## src/hdl/game_link_pkg.sv

```systemverilog
`default_nettype none

package game_link_pkg;

    localparam logic [7:0] CHAR_C     = 8'h43; // frame start
    localparam logic [7:0] CHAR_B     = 8'h42; // boss section
    localparam logic [7:0] CHAR_COMMA = 8'h2C;
    localparam logic [7:0] CHAR_BAR   = 8'h7C;
    localparam logic [7:0] CHAR_CR    = 8'h0D;
    localparam logic [7:0] CHAR_LF    = 8'h0A; // publishes staged record
    localparam logic [7:0] CHAR_ZERO  = 8'h30;
    localparam logic [7:0] CHAR_NINE  = 8'h39;

    typedef enum logic [3:0] {
        FIELD_NONE    = 4'd0,
        FIELD_P_X     = 4'd1,
        FIELD_P_Y     = 4'd2,
        FIELD_P_HP    = 4'd3,
        FIELD_P_AGGRO = 4'd4,
        FIELD_P_FLIP  = 4'd5,
        FIELD_P_CLASS = 4'd6,
        FIELD_B_X     = 4'd7,
        FIELD_B_Y     = 4'd8,
        FIELD_B_HP    = 4'd9
    } field_sel_e;

    typedef struct packed {
        field_sel_e field;
        logic [1:0] index;  // 0 = most significant digit
        logic [3:0] nibble;
        logic       load;
    } digit_load_t;

    typedef struct packed {
        logic [11:0] x;        // three bcd digits
        logic [11:0] y;
        logic [3:0]  hp;
        logic [3:0]  aggro;
        logic        flip_h;
        logic [1:0]  class_id;
    } player_state_t;

    typedef struct packed {
        logic [11:0] x;
        logic [11:0] y;
        logic [6:0]  hp;  // 3-bit tens, 4-bit units
    } boss_state_t;

    typedef struct packed {
        player_state_t player;
        boss_state_t   boss;
    } game_state_t;

    typedef struct packed {
        logic [15:0] byte_count;
        logic [15:0] frame_count;
        logic [7:0]  error_count;
    } link_stats_t;

endpackage

`default_nettype wire
```

## src/hdl/game_link_rx.sv

```systemverilog
`timescale 1ns/100ps
`default_nettype none

module game_link_rx #(
    parameter int CLKS_PER_BIT = 16
) (
    input  logic                       clk,
    input  logic                       rst,
    input  logic                       rx_serial,
    output game_link_pkg::game_state_t game_state,
    output logic                       data_valid,
    output game_link_pkg::link_stats_t link_stats
);

    logic [7:0]                 rx_data;
    logic                       rx_valid;
    logic                       frame_error;
    game_link_pkg::digit_load_t digit_load;
    logic                       stage_clear;
    logic                       commit;

    uart_rx #(
        .CLKS_PER_BIT(CLKS_PER_BIT)
    ) u_uart_rx (
        .clk        (clk),
        .rst        (rst),
        .rx_serial  (rx_serial),
        .rx_data    (rx_data),
        .rx_valid   (rx_valid),
        .frame_error(frame_error)
    );

    frame_parser_ctrl u_frame_parser_ctrl (
        .clk        (clk),
        .rst        (rst),
        .rx_data    (rx_data),
        .rx_valid   (rx_valid),
        .digit_load (digit_load),
        .stage_clear(stage_clear),
        .commit     (commit)
    );

    record_assembler u_record_assembler (
        .clk        (clk),
        .rst        (rst),
        .digit_load (digit_load),
        .stage_clear(stage_clear),
        .commit     (commit),
        .game_state (game_state),
        .data_valid (data_valid)
    );

    link_monitor u_link_monitor (
        .clk        (clk),
        .rst        (rst),
        .rx_valid   (rx_valid),
        .frame_error(frame_error),
        .commit     (commit),
        .link_stats (link_stats)
    );

endmodule

`default_nettype wire

```

## src/hdl/link_monitor.sv

```systemverilog
`timescale 1ns/100ps
`default_nettype none

module link_monitor (
    input  logic                       clk,
    input  logic                       rst,
    input  logic                       rx_valid,
    input  logic                       frame_error,
    input  logic                       commit,
    output game_link_pkg::link_stats_t link_stats
);

    // all counters wrap
    always_ff @(posedge clk or posedge rst) begin
        if (rst) begin
            link_stats <= '0;
        end else begin
            if (rx_valid) begin
                link_stats.byte_count <= link_stats.byte_count + 16'd1;
            end
            if (commit) begin
                link_stats.frame_count <= link_stats.frame_count + 16'd1;
            end
            if (frame_error) begin
                link_stats.error_count <= link_stats.error_count + 8'd1; // bad stop bit
            end
        end
    end

endmodule

`default_nettype wire

```

## src/hdl/record_assembler.sv

```systemverilog
`timescale 1ns/100ps
`default_nettype none

module record_assembler (
    input  logic                       clk,
    input  logic                       rst,
    input  game_link_pkg::digit_load_t digit_load,
    input  logic                       stage_clear,
    input  logic                       commit,
    output game_link_pkg::game_state_t game_state,
    output logic                       data_valid
);

    game_link_pkg::game_state_t staged;

    // writes one digit of a three-digit bcd value with the msd at index 0
    function automatic logic [11:0] put_bcd3(
        input logic [11:0] cur,
        input logic [1:0]  index,
        input logic [3:0]  nibble
    );
        logic [11:0] res;
        res = cur;
        case (index)
            2'd0:    res[11:8] = nibble;
            2'd1:    res[7:4]  = nibble;
            2'd2:    res[3:0]  = nibble;
            default: res       = cur;
        endcase
        return res;
    endfunction

    always_ff @(posedge clk or posedge rst) begin
        if (rst) begin
            staged <= '0;
        end else if (stage_clear) begin
            staged <= '0;
        end else if (digit_load.load) begin
            case (digit_load.field)
                game_link_pkg::FIELD_P_X:
                    staged.player.x <= put_bcd3(staged.player.x, digit_load.index,
                                                digit_load.nibble);
                game_link_pkg::FIELD_P_Y:
                    staged.player.y <= put_bcd3(staged.player.y, digit_load.index,
                                                digit_load.nibble);
                game_link_pkg::FIELD_P_HP:    staged.player.hp       <= digit_load.nibble;
                game_link_pkg::FIELD_P_AGGRO: staged.player.aggro    <= digit_load.nibble;
                game_link_pkg::FIELD_P_FLIP:  staged.player.flip_h   <= digit_load.nibble[0];
                game_link_pkg::FIELD_P_CLASS: staged.player.class_id <= digit_load.nibble[1:0];
                game_link_pkg::FIELD_B_X:
                    staged.boss.x <= put_bcd3(staged.boss.x, digit_load.index,
                                              digit_load.nibble);
                game_link_pkg::FIELD_B_Y:
                    staged.boss.y <= put_bcd3(staged.boss.y, digit_load.index,
                                              digit_load.nibble);
                game_link_pkg::FIELD_B_HP: begin
                    if (digit_load.index == 2'd0) begin
                        staged.boss.hp[6:4] <= digit_load.nibble[2:0]; // tens truncated
                    end else begin
                        staged.boss.hp[3:0] <= digit_load.nibble;
                    end
                end
                default: staged <= staged;
            endcase
        end
    end

    always_ff @(posedge clk or posedge rst) begin
        if (rst) begin
            game_state <= '0;
            data_valid <= 1'b0;
        end else begin
            data_valid <= commit;
            if (commit) game_state <= staged;
        end
    end

endmodule

`default_nettype wire

```

## src/hdl/frame_parser_ctrl.sv

```systemverilog
`timescale 1ns/100ps
`default_nettype none

module frame_parser_ctrl (
    input  logic                       clk,
    input  logic                       rst,
    input  logic [7:0]                 rx_data,
    input  logic                       rx_valid,
    output game_link_pkg::digit_load_t digit_load,
    output logic                       stage_clear,
    output logic                       commit
);

    typedef enum logic [3:0] {
        IDLE,
        P_X,
        P_Y,
        P_HP,
        P_AGGRO,
        P_FLIP,
        P_CLASS,
        WAIT_BOSS,
        B_X,
        B_Y,
        B_HP,
        WAIT_LF
    } parse_state_e;

    parse_state_e              state;
    parse_state_e              sep_state;
    logic [7:0]                sep_char;
    logic [1:0]                idx;
    logic [1:0]                max_digits;
    logic                      multi_digit;
    game_link_pkg::field_sel_e cur_field;
    logic                      is_digit;
    logic                      bit_char;
    logic                      load_ok;

    assign is_digit = (rx_data >= game_link_pkg::CHAR_ZERO) &&
                      (rx_data <= game_link_pkg::CHAR_NINE);
    assign bit_char = (rx_data == game_link_pkg::CHAR_ZERO) ||
                      (rx_data == game_link_pkg::CHAR_ZERO + 8'd1);
    assign load_ok  = is_digit && (idx < max_digits) && (state != P_FLIP || bit_char);

    // each state has a single character that moves it on
    always_comb begin
        cur_field   = game_link_pkg::FIELD_NONE;
        max_digits  = 2'd0;
        multi_digit = 1'b0;
        sep_char    = game_link_pkg::CHAR_BAR;
        sep_state   = state;
        case (state)
            IDLE: begin
                sep_char  = game_link_pkg::CHAR_C;
                sep_state = P_X;
            end
            P_X: begin
                cur_field   = game_link_pkg::FIELD_P_X;
                max_digits  = 2'd3;
                multi_digit = 1'b1;
                sep_char    = game_link_pkg::CHAR_COMMA;
                sep_state   = P_Y;
            end
            P_Y: begin
                cur_field   = game_link_pkg::FIELD_P_Y;
                max_digits  = 2'd3;
                multi_digit = 1'b1;
                sep_state   = P_HP;
            end
            P_HP: begin
                cur_field  = game_link_pkg::FIELD_P_HP;
                max_digits = 2'd1; // last digit wins
                sep_state  = P_AGGRO;
            end
            P_AGGRO: begin
                cur_field  = game_link_pkg::FIELD_P_AGGRO;
                max_digits = 2'd1;
                sep_state  = P_FLIP;
            end
            P_FLIP: begin
                cur_field  = game_link_pkg::FIELD_P_FLIP;
                max_digits = 2'd1;
                sep_state  = P_CLASS;
            end
            P_CLASS: begin
                cur_field  = game_link_pkg::FIELD_P_CLASS;
                max_digits = 2'd1;
                sep_state  = WAIT_BOSS;
            end
            WAIT_BOSS: begin
                sep_char  = game_link_pkg::CHAR_B;
                sep_state = B_X;
            end
            B_X: begin
                cur_field   = game_link_pkg::FIELD_B_X;
                max_digits  = 2'd3;
                multi_digit = 1'b1;
                sep_char    = game_link_pkg::CHAR_COMMA;
                sep_state   = B_Y;
            end
            B_Y: begin
                cur_field   = game_link_pkg::FIELD_B_Y;
                max_digits  = 2'd3;
                multi_digit = 1'b1;
                sep_state   = B_HP;
            end
            B_HP: begin
                cur_field   = game_link_pkg::FIELD_B_HP;
                max_digits  = 2'd2;
                multi_digit = 1'b1;
                sep_char    = game_link_pkg::CHAR_CR;
                sep_state   = WAIT_LF;
            end
            default: begin
                sep_char  = game_link_pkg::CHAR_LF;
                sep_state = IDLE;
            end
        endcase
    end

    always_ff @(posedge clk or posedge rst) begin
        if (rst) begin
            state       <= IDLE;
            idx         <= '0;
            digit_load  <= '0;
            stage_clear <= 1'b0;
            commit      <= 1'b0;
        end else begin
            digit_load.load <= 1'b0;
            stage_clear     <= 1'b0;
            commit          <= 1'b0;
            if (rx_valid) begin
                if (rx_data == game_link_pkg::CHAR_LF) begin
                    state  <= IDLE; // publish from any state
                    idx    <= '0;
                    commit <= 1'b1;
                end else if (rx_data == sep_char) begin
                    state       <= sep_state;
                    idx         <= '0;
                    stage_clear <= (state == IDLE);
                end else if (load_ok) begin
                    digit_load <= '{field: cur_field, index: idx,
                                    nibble: rx_data[3:0], load: 1'b1};
                    if (multi_digit) idx <= idx + 1'b1;
                end
            end
        end
    end

endmodule

`default_nettype wire

```

## src/hdl/uart_rx.sv

```systemverilog
`timescale 1ns/100ps
`default_nettype none

module uart_rx #(
    parameter int CLKS_PER_BIT = 16
) (
    input  logic       clk,
    input  logic       rst,
    input  logic       rx_serial,
    output logic [7:0] rx_data,
    output logic       rx_valid,
    output logic       frame_error
);

    localparam int CNT_W = $clog2(CLKS_PER_BIT);
    localparam logic [CNT_W-1:0] HALF_LAST = CNT_W'(CLKS_PER_BIT / 2 - 1);
    localparam logic [CNT_W-1:0] BIT_LAST  = CNT_W'(CLKS_PER_BIT - 1);

    typedef enum logic [2:0] {
        S_IDLE,
        S_START,
        S_DATA,
        S_STOP,
        S_BREAK
    } rx_state_e;

    rx_state_e        state;
    logic             rx_meta;
    logic             rx_sync;
    logic [CNT_W-1:0] clk_cnt;
    logic [2:0]       bit_cnt;
    logic             bit_tick;

    assign bit_tick = (clk_cnt == BIT_LAST);

    always_ff @(posedge clk or posedge rst) begin
        if (rst) begin
            rx_meta <= 1'b1; // line idles high
            rx_sync <= 1'b1;
        end else begin
            rx_meta <= rx_serial;
            rx_sync <= rx_meta;
        end
    end

    // data bits arrive lsb first
    always_ff @(posedge clk) begin
        if (state == S_DATA && bit_tick) begin
            rx_data <= {rx_sync, rx_data[7:1]};
        end
    end

    always_ff @(posedge clk or posedge rst) begin
        if (rst) begin
            state       <= S_IDLE;
            clk_cnt     <= '0;
            bit_cnt     <= '0;
            rx_valid    <= 1'b0;
            frame_error <= 1'b0;
        end else begin
            rx_valid    <= 1'b0;
            frame_error <= 1'b0;
            case (state)
                S_IDLE: begin
                    clk_cnt <= '0;
                    bit_cnt <= '0;
                    if (!rx_sync) state <= S_START;
                end
                S_START: begin
                    if (clk_cnt == HALF_LAST) begin
                        clk_cnt <= '0;
                        state   <= rx_sync ? S_IDLE : S_DATA; // high again = glitch
                    end else begin
                        clk_cnt <= clk_cnt + 1'b1;
                    end
                end
                S_DATA: begin
                    if (bit_tick) begin
                        clk_cnt <= '0;
                        bit_cnt <= bit_cnt + 1'b1;
                        if (bit_cnt == 3'd7) state <= S_STOP;
                    end else begin
                        clk_cnt <= clk_cnt + 1'b1;
                    end
                end
                S_STOP: begin
                    if (bit_tick) begin
                        clk_cnt <= '0;
                        if (rx_sync) begin
                            rx_valid <= 1'b1;
                            state    <= S_IDLE;
                        end else begin
                            frame_error <= 1'b1;
                            state       <= S_BREAK;
                        end
                    end else begin
                        clk_cnt <= clk_cnt + 1'b1;
                    end
                end
                S_BREAK: begin
                    if (rx_sync) state <= S_IDLE; // wait out the low line
                end
                default: state <= S_IDLE;
            endcase
        end
    end

endmodule

`default_nettype wire

```

## config.mk

```make
export PLATFORM = sky130hd
export DESIGN_NAME = game_link_rx
export DESIGN_NICKNAME = d
export VERILOG_FILES = /design/src/hdl/game_link_pkg.sv /design/src/hdl/game_link_rx.sv /design/src/hdl/link_monitor.sv /design/src/hdl/record_assembler.sv /design/src/hdl/frame_parser_ctrl.sv /design/src/hdl/uart_rx.sv
export SDC_FILE = /design/constraint.sdc
export NUM_CORES = 1
export LEC_CHECK = 0
export BUFFER_PORTS_ARGS = -buffer_cell sky130_fd_sc_hd__clkbuf_2
export CORE_MARGIN = 4
export CORE_UTILIZATION = 52
export CTS_CLUSTER_DIAMETER = 120
export CTS_CLUSTER_SIZE = 24
export DETAILED_ROUTE_END_ITERATION = 6
export PLACE_DENSITY = 0.72
export SYNTH_ARGS = -nofsm -noshare
export SYNTH_HDL_FRONTEND = slang
export SYNTH_SLANG_ARGS = --single-unit
```

## constraint.sdc

```tcl
create_clock -name clk -period 5.9 [get_ports clk]
set_input_delay 0 -clock clk [delete_from_list [all_inputs] [get_ports clk]]
set_output_delay 0 -clock clk [all_outputs]
set_load 0.01 [all_outputs]
```

==> flow_metrics.env, run 1 <==
export IMPL_status="completed"
export IMPL_max_stage_delay_ns=0.77
export IMPL_core_mm2=0.0167
export IMPL_yosysWarnings=0
export IMPL_initial_utilization=0.534
export IMPL_power_density_mw_per_mm2=252
export IMPL_cp_end_kind="flip-flop"
export IMPL_finalNetCount=787
export IMPL_p_leak_uw=0.00512
export IMPL_drt_first_iter_violations=354
export IMPL_synthCells=675
export IMPL_clkTransAtPathRegs_ns=0.10
export IMPL_die_area_mm2=0.0193
export IMPL_required_ns=6.25
export IMPL_clk_path_buf_depth=3
export IMPL_grt_use_total=0.174
export IMPL_antenna_cells=0
export IMPL_htree_levels=1
export IMPL_post_synth_top_area_fraction=0.572
export IMPL_async_flop_share=0.963
export IMPL_dr_total_vias=5525
export IMPL_crit_fanout=18
export IMPL_finalSetupViolations=0
export IMPL_drt_wl_total_um=16900
export IMPL_gp_congestion=0.913
export IMPL_synth_most_common_cell="dfrtp_1"
export IMPL_drc=0
export IMPL_overflow=0
export IMPL_holdCritStartpoint="rx_serial"
export IMPL_dieHeight_um=139
export IMPL_synth_common_cells="204 x dfrtp_1, 129 x mux2_2, 53 x nand2_1, 37 x nor2_1, 30 x xnor2_1"
export IMPL_finalHoldViolations=0
export IMPL_relSlewSlack=0.214
export IMPL_drtAntennaViolNets=0
export IMPL_period_needed_ns=2.77
export IMPL_slowest_stage="dfrtp_1"
export IMPL_cp_cell_sequence="inv_1 -> nand2_1 -> nand2_1 -> ha_1 -> nor3_1 -> o2111ai_2 -> inv_1 -> mux2_2"
export IMPL_postSynthAreaPerCell_um2=13.2
export IMPL_syn_nets=685
export IMPL_ys_ff_latch=214
export IMPL_clock_skew_ns=0.0155
export IMPL_cts_hold_fix_buffers=2
export IMPL_dpl_hpwl_um=11700
export IMPL_tightest_slew_ns=1.18
export IMPL_drt_pass1_iter_count=4
export IMPL_grt_pass1_vias=5550
export IMPL_rows=47
export IMPL_post_route_period_util=0.470
export IMPL_critical_path_class="flip-flop to flip-flop"
export IMPL_vdd_drop_max_mv=0.143
export IMPL_arrival_ns=3.12
export IMPL_synth_top_flop_cell="dfrtp_1"
export IMPL_antenna_found_initial=0
export IMPL_cts_inserted_buffers=12
export IMPL_place_area_mm2=0.00965
export IMPL_port_buffers=109
export IMPL_synth_cell_types=59
export IMPL_min_to="u_uart_rx.rx_meta"
export IMPL_drive_above_1_share=0.352
export IMPL_cts_tree="yes"
export IMPL_start_kind="flip-flop"
export IMPL_worst_skew_pair_late_latency_ns=0.46
export IMPL_worstRegToRegCells=8
export IMPL_via_per_inst=5.53
export IMPL_fin_util=0.600
export IMPL_min_path_cells=2
export IMPL_cts_sinks=214
export IMPL_yosysSeqAreaShare=0.605
export IMPL_grt_max_degree=136
export IMPL_r2r_start="u_frame_parser_ctrl.state[1]"
export IMPL_worst_r2r_endpoint="u_frame_parser_ctrl.digit_load[9]"
export IMPL_synth_area_mm2=0.00892
export IMPL_synth_area_leaders="dfrtp_1 57%, mux2_2 16%, xnor2_1 2.9%"
export IMPL_grt_setup_unrepaired="no"
export IMPL_max_freq_mhz=361
export IMPL_reg2reg_slack_ns=3.13
export IMPL_grt_pass1_wl_um=28500
export IMPL_tns_ns=0
export IMPL_synth_area_leader_cell="dfrtp_1"
export IMPL_wl_per_cell_um=16.9
export IMPL_report_final_slew_viol_count=0
export IMPL_area_growth_pct=12.3
export IMPL_post_cts_buffers=0
export IMPL_post_cts_resize_count=0
export IMPL_io_pins=110
export IMPL_worst_hold_path_type="primary input to flip-flop"
export IMPL_synth_edf_count=8
export IMPL_fin_area_mm2=0.0100
export IMPL_die_w_um=139
export IMPL_cap_violations=0
export IMPL_cts_root_buf="clkbuf_16"
==> stage by stage <==
| stage | power (uW) | setup slack [ns] | hold WS, ns | std cells |
|---|---|---|---|---|
| finish | 2530 | 3.13 | 0.165 | 999 |
| global route | 2640 | 2.92 | 0.165 | 999 |
| CTS | 2560 | 3.15 | 0.153 | 999 |
| detailed placement | 1700 | 3.18 | 0.0893 | 981 |
| global placement | 1680 | 3.34 | 0.0905 | 981 |
| floorplan | 1660 | 0.279 | 0.00448 | 675 |
==> state kept, by name (all words and copies together) (netlist names) <==
name	count
u_uart_rx.rx_data	8
u_record_assembler.data_valid	1
u_uart_rx.bit_cnt	3
u_record_assembler.staged	66
u_frame_parser_ctrl.digit_load	11
u_uart_rx.clk_cnt	4
u_uart_rx.rx_sync	1
u_uart_rx.rx_meta	1
u_frame_parser_ctrl.state	4
u_uart_rx.state	3
u_uart_rx.rx_valid	1
u_record_assembler.game_state	66
u_frame_parser_ctrl.commit	1
u_link_monitor.link_stats	40
u_uart_rx.frame_error	1
u_frame_parser_ctrl.stage_clear	1
u_frame_parser_ctrl.idx	2
==> final cells by class <==
type / instances / area, um2
fill: 1359 / 6680
sequential: 214 / 5400
multi-input combinational: 418 / 3330
timing repair buffer: 116 / 603
clock buffer: 16 / 347
tap: 220 / 275
inverter: 15 / 63.8
==> layout by cell type, fill, tap and decap left out, types with 3 or more instances in the layout <==
cell type and instances:
a21o_1 5, a21oi_1 11, mux2i_1 15, mux2_2 129
nand4_1 15, inv_1 14, nor2_1 37, or2_2 3
nand2_1 53, ha_1 7, nor4_1 3, dfrtp_1 203
o221ai_1 3, a31o_2 4, o21ai_0 13, buf_4 5
edfxtp_1 8, nor3_1 10, and2_1 3, xnor2_1 30
xor2_1 15, nand3_1 8, clkbuf_2 109, clkbuf_16 13
o2bb2ai_1 3, and3_1 10, nor2b_1 9
==> power breakdown <==
group | total, uW | internal [uW] | switching (uW)
combinational | 124 | 48.7 | 75.2
sequential | 1540 | 1500 | 39.6
clock | 863 | 413 | 449
==> cell families (layout without fill, tap and decap cells) <==
logic type                 Yosys count  after routing  synth area share
adders and majority gates            8              8            0.0109
DFF                                214            214             0.605
buffers and inverters               43            147            0.0212
xor gates and xnor gates            45             45            0.0442
AOI/OAI and AO/OA                   59             59            0.0484
and+or+nand+nor                    162            162            0.0902
muxes                              144            144             0.180
==> worst max-delay path: cells and delay by family, from the launching register on <==
family	cells	cell delay, ns
AOI/OAI and AO/OA	1	0.41
adders and majority gates	1	0.22
buffers and inverters	2	0.43
DFF	1	0.77
muxes	1	0.36
and+or+nand+nor	3	0.46
==> how the worst max path moves through the flow <==
stage | startpoint | cells past startpoint | to
2_1_floorplan | rst | 1 | u_frame_parser_ctrl.commit
3_3_place_gp | u_frame_parser_ctrl.state[1] | 8 | u_frame_parser_ctrl.digit_load[9]
3_5_place_dp | u_frame_parser_ctrl.state[1] | 8 | u_frame_parser_ctrl.digit_load[9]
4_1_cts | u_frame_parser_ctrl.state[1] | 8 | u_frame_parser_ctrl.digit_load[9]
5_1_grt | u_frame_parser_ctrl.state[1] | 8 | u_frame_parser_ctrl.digit_load[9]
6_report | u_frame_parser_ctrl.state[1] | 8 | u_frame_parser_ctrl.digit_load[9]
==> metal layers <==
metal | vias up | global-route usage | wire length, um
li1 | 2569 | - | -
met1 | 2797 | 0.243 | 7500
met2 | 133 | 0.294 | 8240
met3 | 26 | 0.0286 | 855
met4 | 0 | 0.0324 | 269
met5 | - | 0 | 0
Power figures use the tool's default switching activity.
==> run 2, diff against run 1 <==
- clock period: 5.9 -> 2.5 ns (I/O delays scaled with it)
==> run 2 against run 1 <==
Against the previous run:
- global-route usage increased by 0.45 points
- critical path depth decreased by 2
- routed wire length increased by 3.1%
- register-to-register slack got worse by 3.0 ns
- first-iteration DRC count increased by 18%
- sequential cell count unchanged
- combinational power increased by 140%
- cell count increased by 1.1%
- highest routed layer unchanged
- clock power increased by 140%
- core utilization increased by 0.73 points
- critical endpoint is now u_frame_parser_ctrl.state[1]
- hold slack got worse by 0.0022 ns
- clock skew decreased by 0.0081 ns
==> flow_metrics.env, run 2 (synthesis gave the netlist of run 1 again) <==
export IMPL_final_cell_mix="200 x dfrtp_1, 129 x mux2_2, 109 x clkbuf_2"
export IMPL_clk_path_buf_depth=3
export IMPL_clock_skew_ns=0.00739
export IMPL_status="completed"
export IMPL_whs_ns=0.162
export IMPL_post_route_period_util=0.952
export IMPL_power_density_mw_per_mm2=591
export IMPL_critical_path_class="flip-flop to flip-flop"
export IMPL_dr_total_vias=5529
export IMPL_max_freq_mhz=420
export IMPL_io_pins=110
export IMPL_dpl_hpwl_um=12500
export IMPL_finalSetupViolations=0
export IMPL_top_regs="u_record_assembler.game_state (66), u_record_assembler.staged (66), u_link_monitor.link_stats (40)"
export IMPL_crit_fanout=16
export IMPL_tns_ns=0
export IMPL_drt_wl_total_um=17400
export IMPL_required_ns=2.87
export IMPL_grt_use_total=0.179
export IMPL_via_per_inst=5.47
export IMPL_cts_tree="yes"
export IMPL_cts_inserted_buffers=12
export IMPL_cp_end_kind="flip-flop"
export IMPL_grt_pass1_wl_um=29200
export IMPL_dieHeight_um=139
export IMPL_period_needed_ns=2.38
export IMPL_overflow=0
export IMPL_slowest_stage="dfrtp_1"
export IMPL_report_final_slew_viol_count=0
export IMPL_clkTransAtPathRegs_ns=0.10
export IMPL_port_buffers=109
export IMPL_total_power_uw=5990
export IMPL_fillers=1320
export IMPL_gp_congestion=0.940
export IMPL_final_common_cell="dfrtp_1"
export IMPL_worst_hold_path_type="primary input to flip-flop"
export IMPL_cts_root_buf="clkbuf_16"
export IMPL_htree_levels=1
export IMPL_tightest_slew_ns=1.25
export IMPL_drive_above_1_share=0.365
export IMPL_cts_sinks=214
export IMPL_p_leak_uw=0.00518
export IMPL_drt_first_iter_violations=417
export IMPL_arrival_ns=2.75
export IMPL_vdd_drop_max_mv=0.444
export IMPL_finalNetCount=797
export IMPL_start_kind="flip-flop"
export IMPL_max_stage_delay_ns=0.59
export IMPL_grt_max_degree=71
export IMPL_drt_pass1_iter_count=7
export IMPL_finalHoldViolations=0
export IMPL_cp_top_family="simple AND/OR/NAND/NOR gates"
export IMPL_die_area_mm2=0.0193
export IMPL_relSlewSlack=0.167
export IMPL_cap_violations=0
export IMPL_initial_utilization=0.534
export IMPL_grt_pass1_vias=5735
export IMPL_worst_skew_pair_late_latency_ns=0.46
export IMPL_die_w_um=139
export IMPL_wl_per_cell_um=17.2
export IMPL_core_mm2=0.0167
export IMPL_path_buf_inv=0
export IMPL_area_growth_pct=13.7
export IMPL_cp_cell_sequence="and2_1 -> nor3_1 -> mux2i_1 -> nand2_1 -> or4_1 -> o221ai_1"
export IMPL_drtAntennaViolNets=0
export IMPL_antenna_found_initial=0
export IMPL_antenna_cells=0
export IMPL_rows=47
export IMPL_drc=0
-- run 2: cell count changes in the layout (fill, tap and decap cells not counted) --
cell        change
buf_4           +7
buf_12          +3
dfrtp_1         -3
dfrtp_2         +3
a2111oi_0       -1
a2111oi_2       +1
clkbuf_1        +1
clkinvlp_4      +1
inv_8           -1
o311ai_0        -1
o311ai_1        +1
-- run 2: metrics by stage --
step / utilization / instances / instance area, um2 / setup WS [ns]
after floorplan: - / 675 / 8920 / -0.171
after global placement: 0.584 / 991 / 9760 / 0.297
after detailed placement: 0.584 / 991 / 9760 / 0.149
after CTS: 0.607 / 1010 / 10100 / 0.106
after global routing: 0.607 / 1010 / 10100 / -0.000192
final: 0.607 / 1010 / 10100 / 0.120
-- run 2: report_power, final --
group | switching (uW) | total, uW | internal [uW] | leakage, uW
clock | 1070 | 2050 | 982 | 0.000171
combinational | 178 | 303 | 125 | 0.00209
sequential | 93.4 | 3640 | 3550 | 0.00292
total | 1340 | 5990 | 4650 | 0.00518
-- run 2: worst paths after layout --
check	from	end	slack (ns)	depth (start not counted)
min	rx_serial	u_uart_rx.rx_meta	0.16	2
max in group asynchronous	rst	u_uart_rx.rx_sync	1.41	4
max reg2reg	u_frame_parser_ctrl.state[2]	u_frame_parser_ctrl.state[1]	0.12	6
max	u_frame_parser_ctrl.state[2]	u_frame_parser_ctrl.state[1]	0.12	6
min in group asynchronous	rst	u_link_monitor.link_stats[17]	0.26	3
min reg2reg	u_uart_rx.rx_meta	u_uart_rx.rx_sync	0.36	0
-- run 2: cell type report --
cell class,count,area [um2],share of cell area
clock buffer,17,350,0.0345
tap,220,275,0.0271
timing repair buffer,126,716,0.0706
multi-input combinational,418,3340,0.329
sequential,214,5400,0.533
inverter,15,60.1,0.00592
-- run 2: routing by layer --
layer  part of all wire  up-vias  track usage  wire length, um
li1                   -     2591            -                -
met2               0.50      124        0.312             8770
met3              0.041       25       0.0276              719
met1               0.44     2789        0.243             7680
met5                  0        -            0                0
met4              0.012        0       0.0294              210
-- run 2: worst register-to-register path: cells and delay by family, from the launching register on --
kind / cells / cell delay (ns)
AO/OA/AOI/OAI: 1 / 0.17
flip-flops: 1 / 0.59
multiplexers: 1 / 0.22
AND/OR/NAND/NOR: 4 / 1.32
-- run 2: timing repair --
item	CTS	global route
hold buffers	2	0
buffers inserted	0	0
resized for setup	0	6
endpoints found under the setup margin	0	4
endpoints found under the hold margin	34	0
==> run 3, diff against run 2 <==
- MAX_ROUTING_LAYER: default -> met4
- SLEW_MARGIN: default -> 30
- clock period: 2.5 -> 2.1 ns (I/O delays scaled with it)
==> run 3 against run 2 <==
Against the previous run:
- design area increased by 3.9%
- global-route usage rose by 1.5 points
- hold slack worse by 0.12 ns
- cell count grew 3.0%
- register-to-register slack worse by 0.11 ns
- clock power is 19% higher
- maximum frequency increased by 14%
- via count grew 2.6%
- core utilization increased by 2.4 points
- setup slack worse by 0.11 ns
- clock skew grew 0.0055 ns
==> flow_metrics.env, run 3 (synthesis gave the netlist of run 1 again) <==
export IMPL_required_ns=2.46
export IMPL_grt_setup_unrepaired="yes"
export IMPL_fin_area_mm2=0.0105
export IMPL_fillers=1316
export IMPL_clk_path_buf_depth=3
export IMPL_wl_per_cell_um=17.6
export IMPL_drc=0
export IMPL_final_cells=1040
export IMPL_relSlewSlack=0.525
export IMPL_fin_util=0.631
export IMPL_cts_sinks=214
export IMPL_clock_skew_ns=0.0129
export IMPL_drt_wl_total_um=18300
export IMPL_gp_congestion=0.871
export IMPL_initial_utilization=0.534
export IMPL_overflow=0
export IMPL_power_density_mw_per_mm2=678
export IMPL_crit_fanout=6
export IMPL_worstRegToRegCells=7
export IMPL_final_common_cell="dfrtp_1"
export IMPL_antenna_found_initial=0
export IMPL_reg2reg_slack_ns=0.009
export IMPL_grt_use_total=0.194
export IMPL_grt_pass1_wl_um=30600
export IMPL_io_pins=110
export IMPL_p_leak_uw=0.00540
export IMPL_die_area_mm2=0.0193
export IMPL_finalSetupViolations=0
export IMPL_rows=47
export IMPL_whs_ns=0.0398
export IMPL_post_route_period_util=0.996
export IMPL_htree_levels=1
export IMPL_drt_first_iter_violations=292
export IMPL_period_needed_ns=2.09
export IMPL_finalNetCount=827
export IMPL_start_kind="flip-flop"
export IMPL_grt_pass1_vias=5888
export IMPL_worst_hold_path_type="primary input to async pin"
export IMPL_cts_root_buf="clkbuf_16"
export IMPL_drive_above_1_share=0.406
export IMPL_clkTransAtPathRegs_ns=0.10
export IMPL_area_growth_pct=18.2
export IMPL_antenna_cells=0
export IMPL_dpl_hpwl_um=13000
export IMPL_drt_pass1_iter_count=4
export IMPL_cap_violations=0
export IMPL_arrival_ns=2.45
export IMPL_grt_max_degree=90
export IMPL_core_mm2=0.0167
export IMPL_place_area_mm2=0.00995
export IMPL_die_w_um=139
export IMPL_port_buffers=109
export IMPL_tns_ns=0
export IMPL_top_regs="u_record_assembler.game_state (66), u_record_assembler.staged (66), u_link_monitor.link_stats (40)"
export IMPL_report_final_slew_viol_count=0
export IMPL_worst_skew_pair_late_latency_ns=0.47
export IMPL_vdd_drop_max_mv=0.465
export IMPL_dr_total_vias=5672
export IMPL_final_cell_mix="202 x dfrtp_1, 125 x mux2_2, 109 x clkbuf_2"
export IMPL_max_freq_mhz=478
export IMPL_tightest_slew_ns=0.710
export IMPL_post_place_cells=1013
export IMPL_critical_path_class="flip-flop to flip-flop"
export IMPL_cp_end_kind="flip-flop"
export IMPL_cts_inserted_buffers=12
export IMPL_finalHoldViolations=0
export IMPL_via_per_inst=5.45
export IMPL_dieHeight_um=139
export IMPL_status="completed"
export IMPL_drtAntennaViolNets=0
export IMPL_cts_tree="yes"
run 3: what timing repair did:
action	4_1_cts	5_1_grt
pin swaps	7	12
resized for setup	19	15
hold endpoints to repair	205	0
setup endpoints to repair	10	16
buffers inserted	6	2
hold buffers	2	0
run 3: per-stage QoR:
step	worst slack, ns	total power (uW)
after detailed placement	-0.0731	4800
after global placement	-0.00430	4750
after global routing	-0.0931	7480
final	0.00874	7150
after floorplan	-0.571	4670
after CTS	-0.0219	7240
run 3: where the power goes:
group / leakage (uW) / internal [uW] / total (uW) / switching, uW
clock: 0.000171 / 1170 / 2430 / 1260
sequential: 0.00292 / 4220 / 4330 / 111
combinational: 0.00231 / 150 / 383 / 233
total: 0.00540 / 5540 / 7150 / 1610
run 3: final timing paths:
check | from | to
hold reg to reg | u_uart_rx.rx_meta | u_uart_rx.rx_sync
setup reg to reg | u_frame_parser_ctrl.state[2] | u_frame_parser_ctrl.digit_load[5]
max in group asynchronous | rst | u_frame_parser_ctrl.state[2]
min in group clk | rx_serial | u_uart_rx.rx_meta
setup / recovery | u_frame_parser_ctrl.state[2] | u_frame_parser_ctrl.digit_load[5]
hold / removal | rst | u_link_monitor.link_stats[16]
run 3: layer usage:
| metal | routed length [um] | track usage | part of all wire | up-vias |
|---|---|---|---|---|
| met2 | 9040 | 0.319 | 0.50 | 115 |
| met4 | 235 | 0.0396 | 0.013 | 0 |
| met1 | 8280 | 0.262 | 0.45 | 2891 |
| met3 | 692 | 0.0279 | 0.038 | 21 |
| li1 | - | - | - | 2645 |
| met5 | 0 | - | 0 | - |
run 3: cell type report:
type / count / area (um2) / area share
sequential: 214 / 5400 / 0.513
multi-input combinational: 418 / 3470 / 0.329
timing repair buffer: 156 / 983 / 0.0933
clock buffer: 17 / 350 / 0.0333
tap: 220 / 275 / 0.0261
inverter: 15 / 60.1 / 0.00570
run 3: critical path: stages (launching register included):
cell       delay (ns)
dfrtp_2          0.45
buf_6            0.15
nor4_4           0.36
buf_4            0.19
a2111oi_4        0.04
o2111ai_4        0.31
buf_6            0.18
mux2_4           0.30
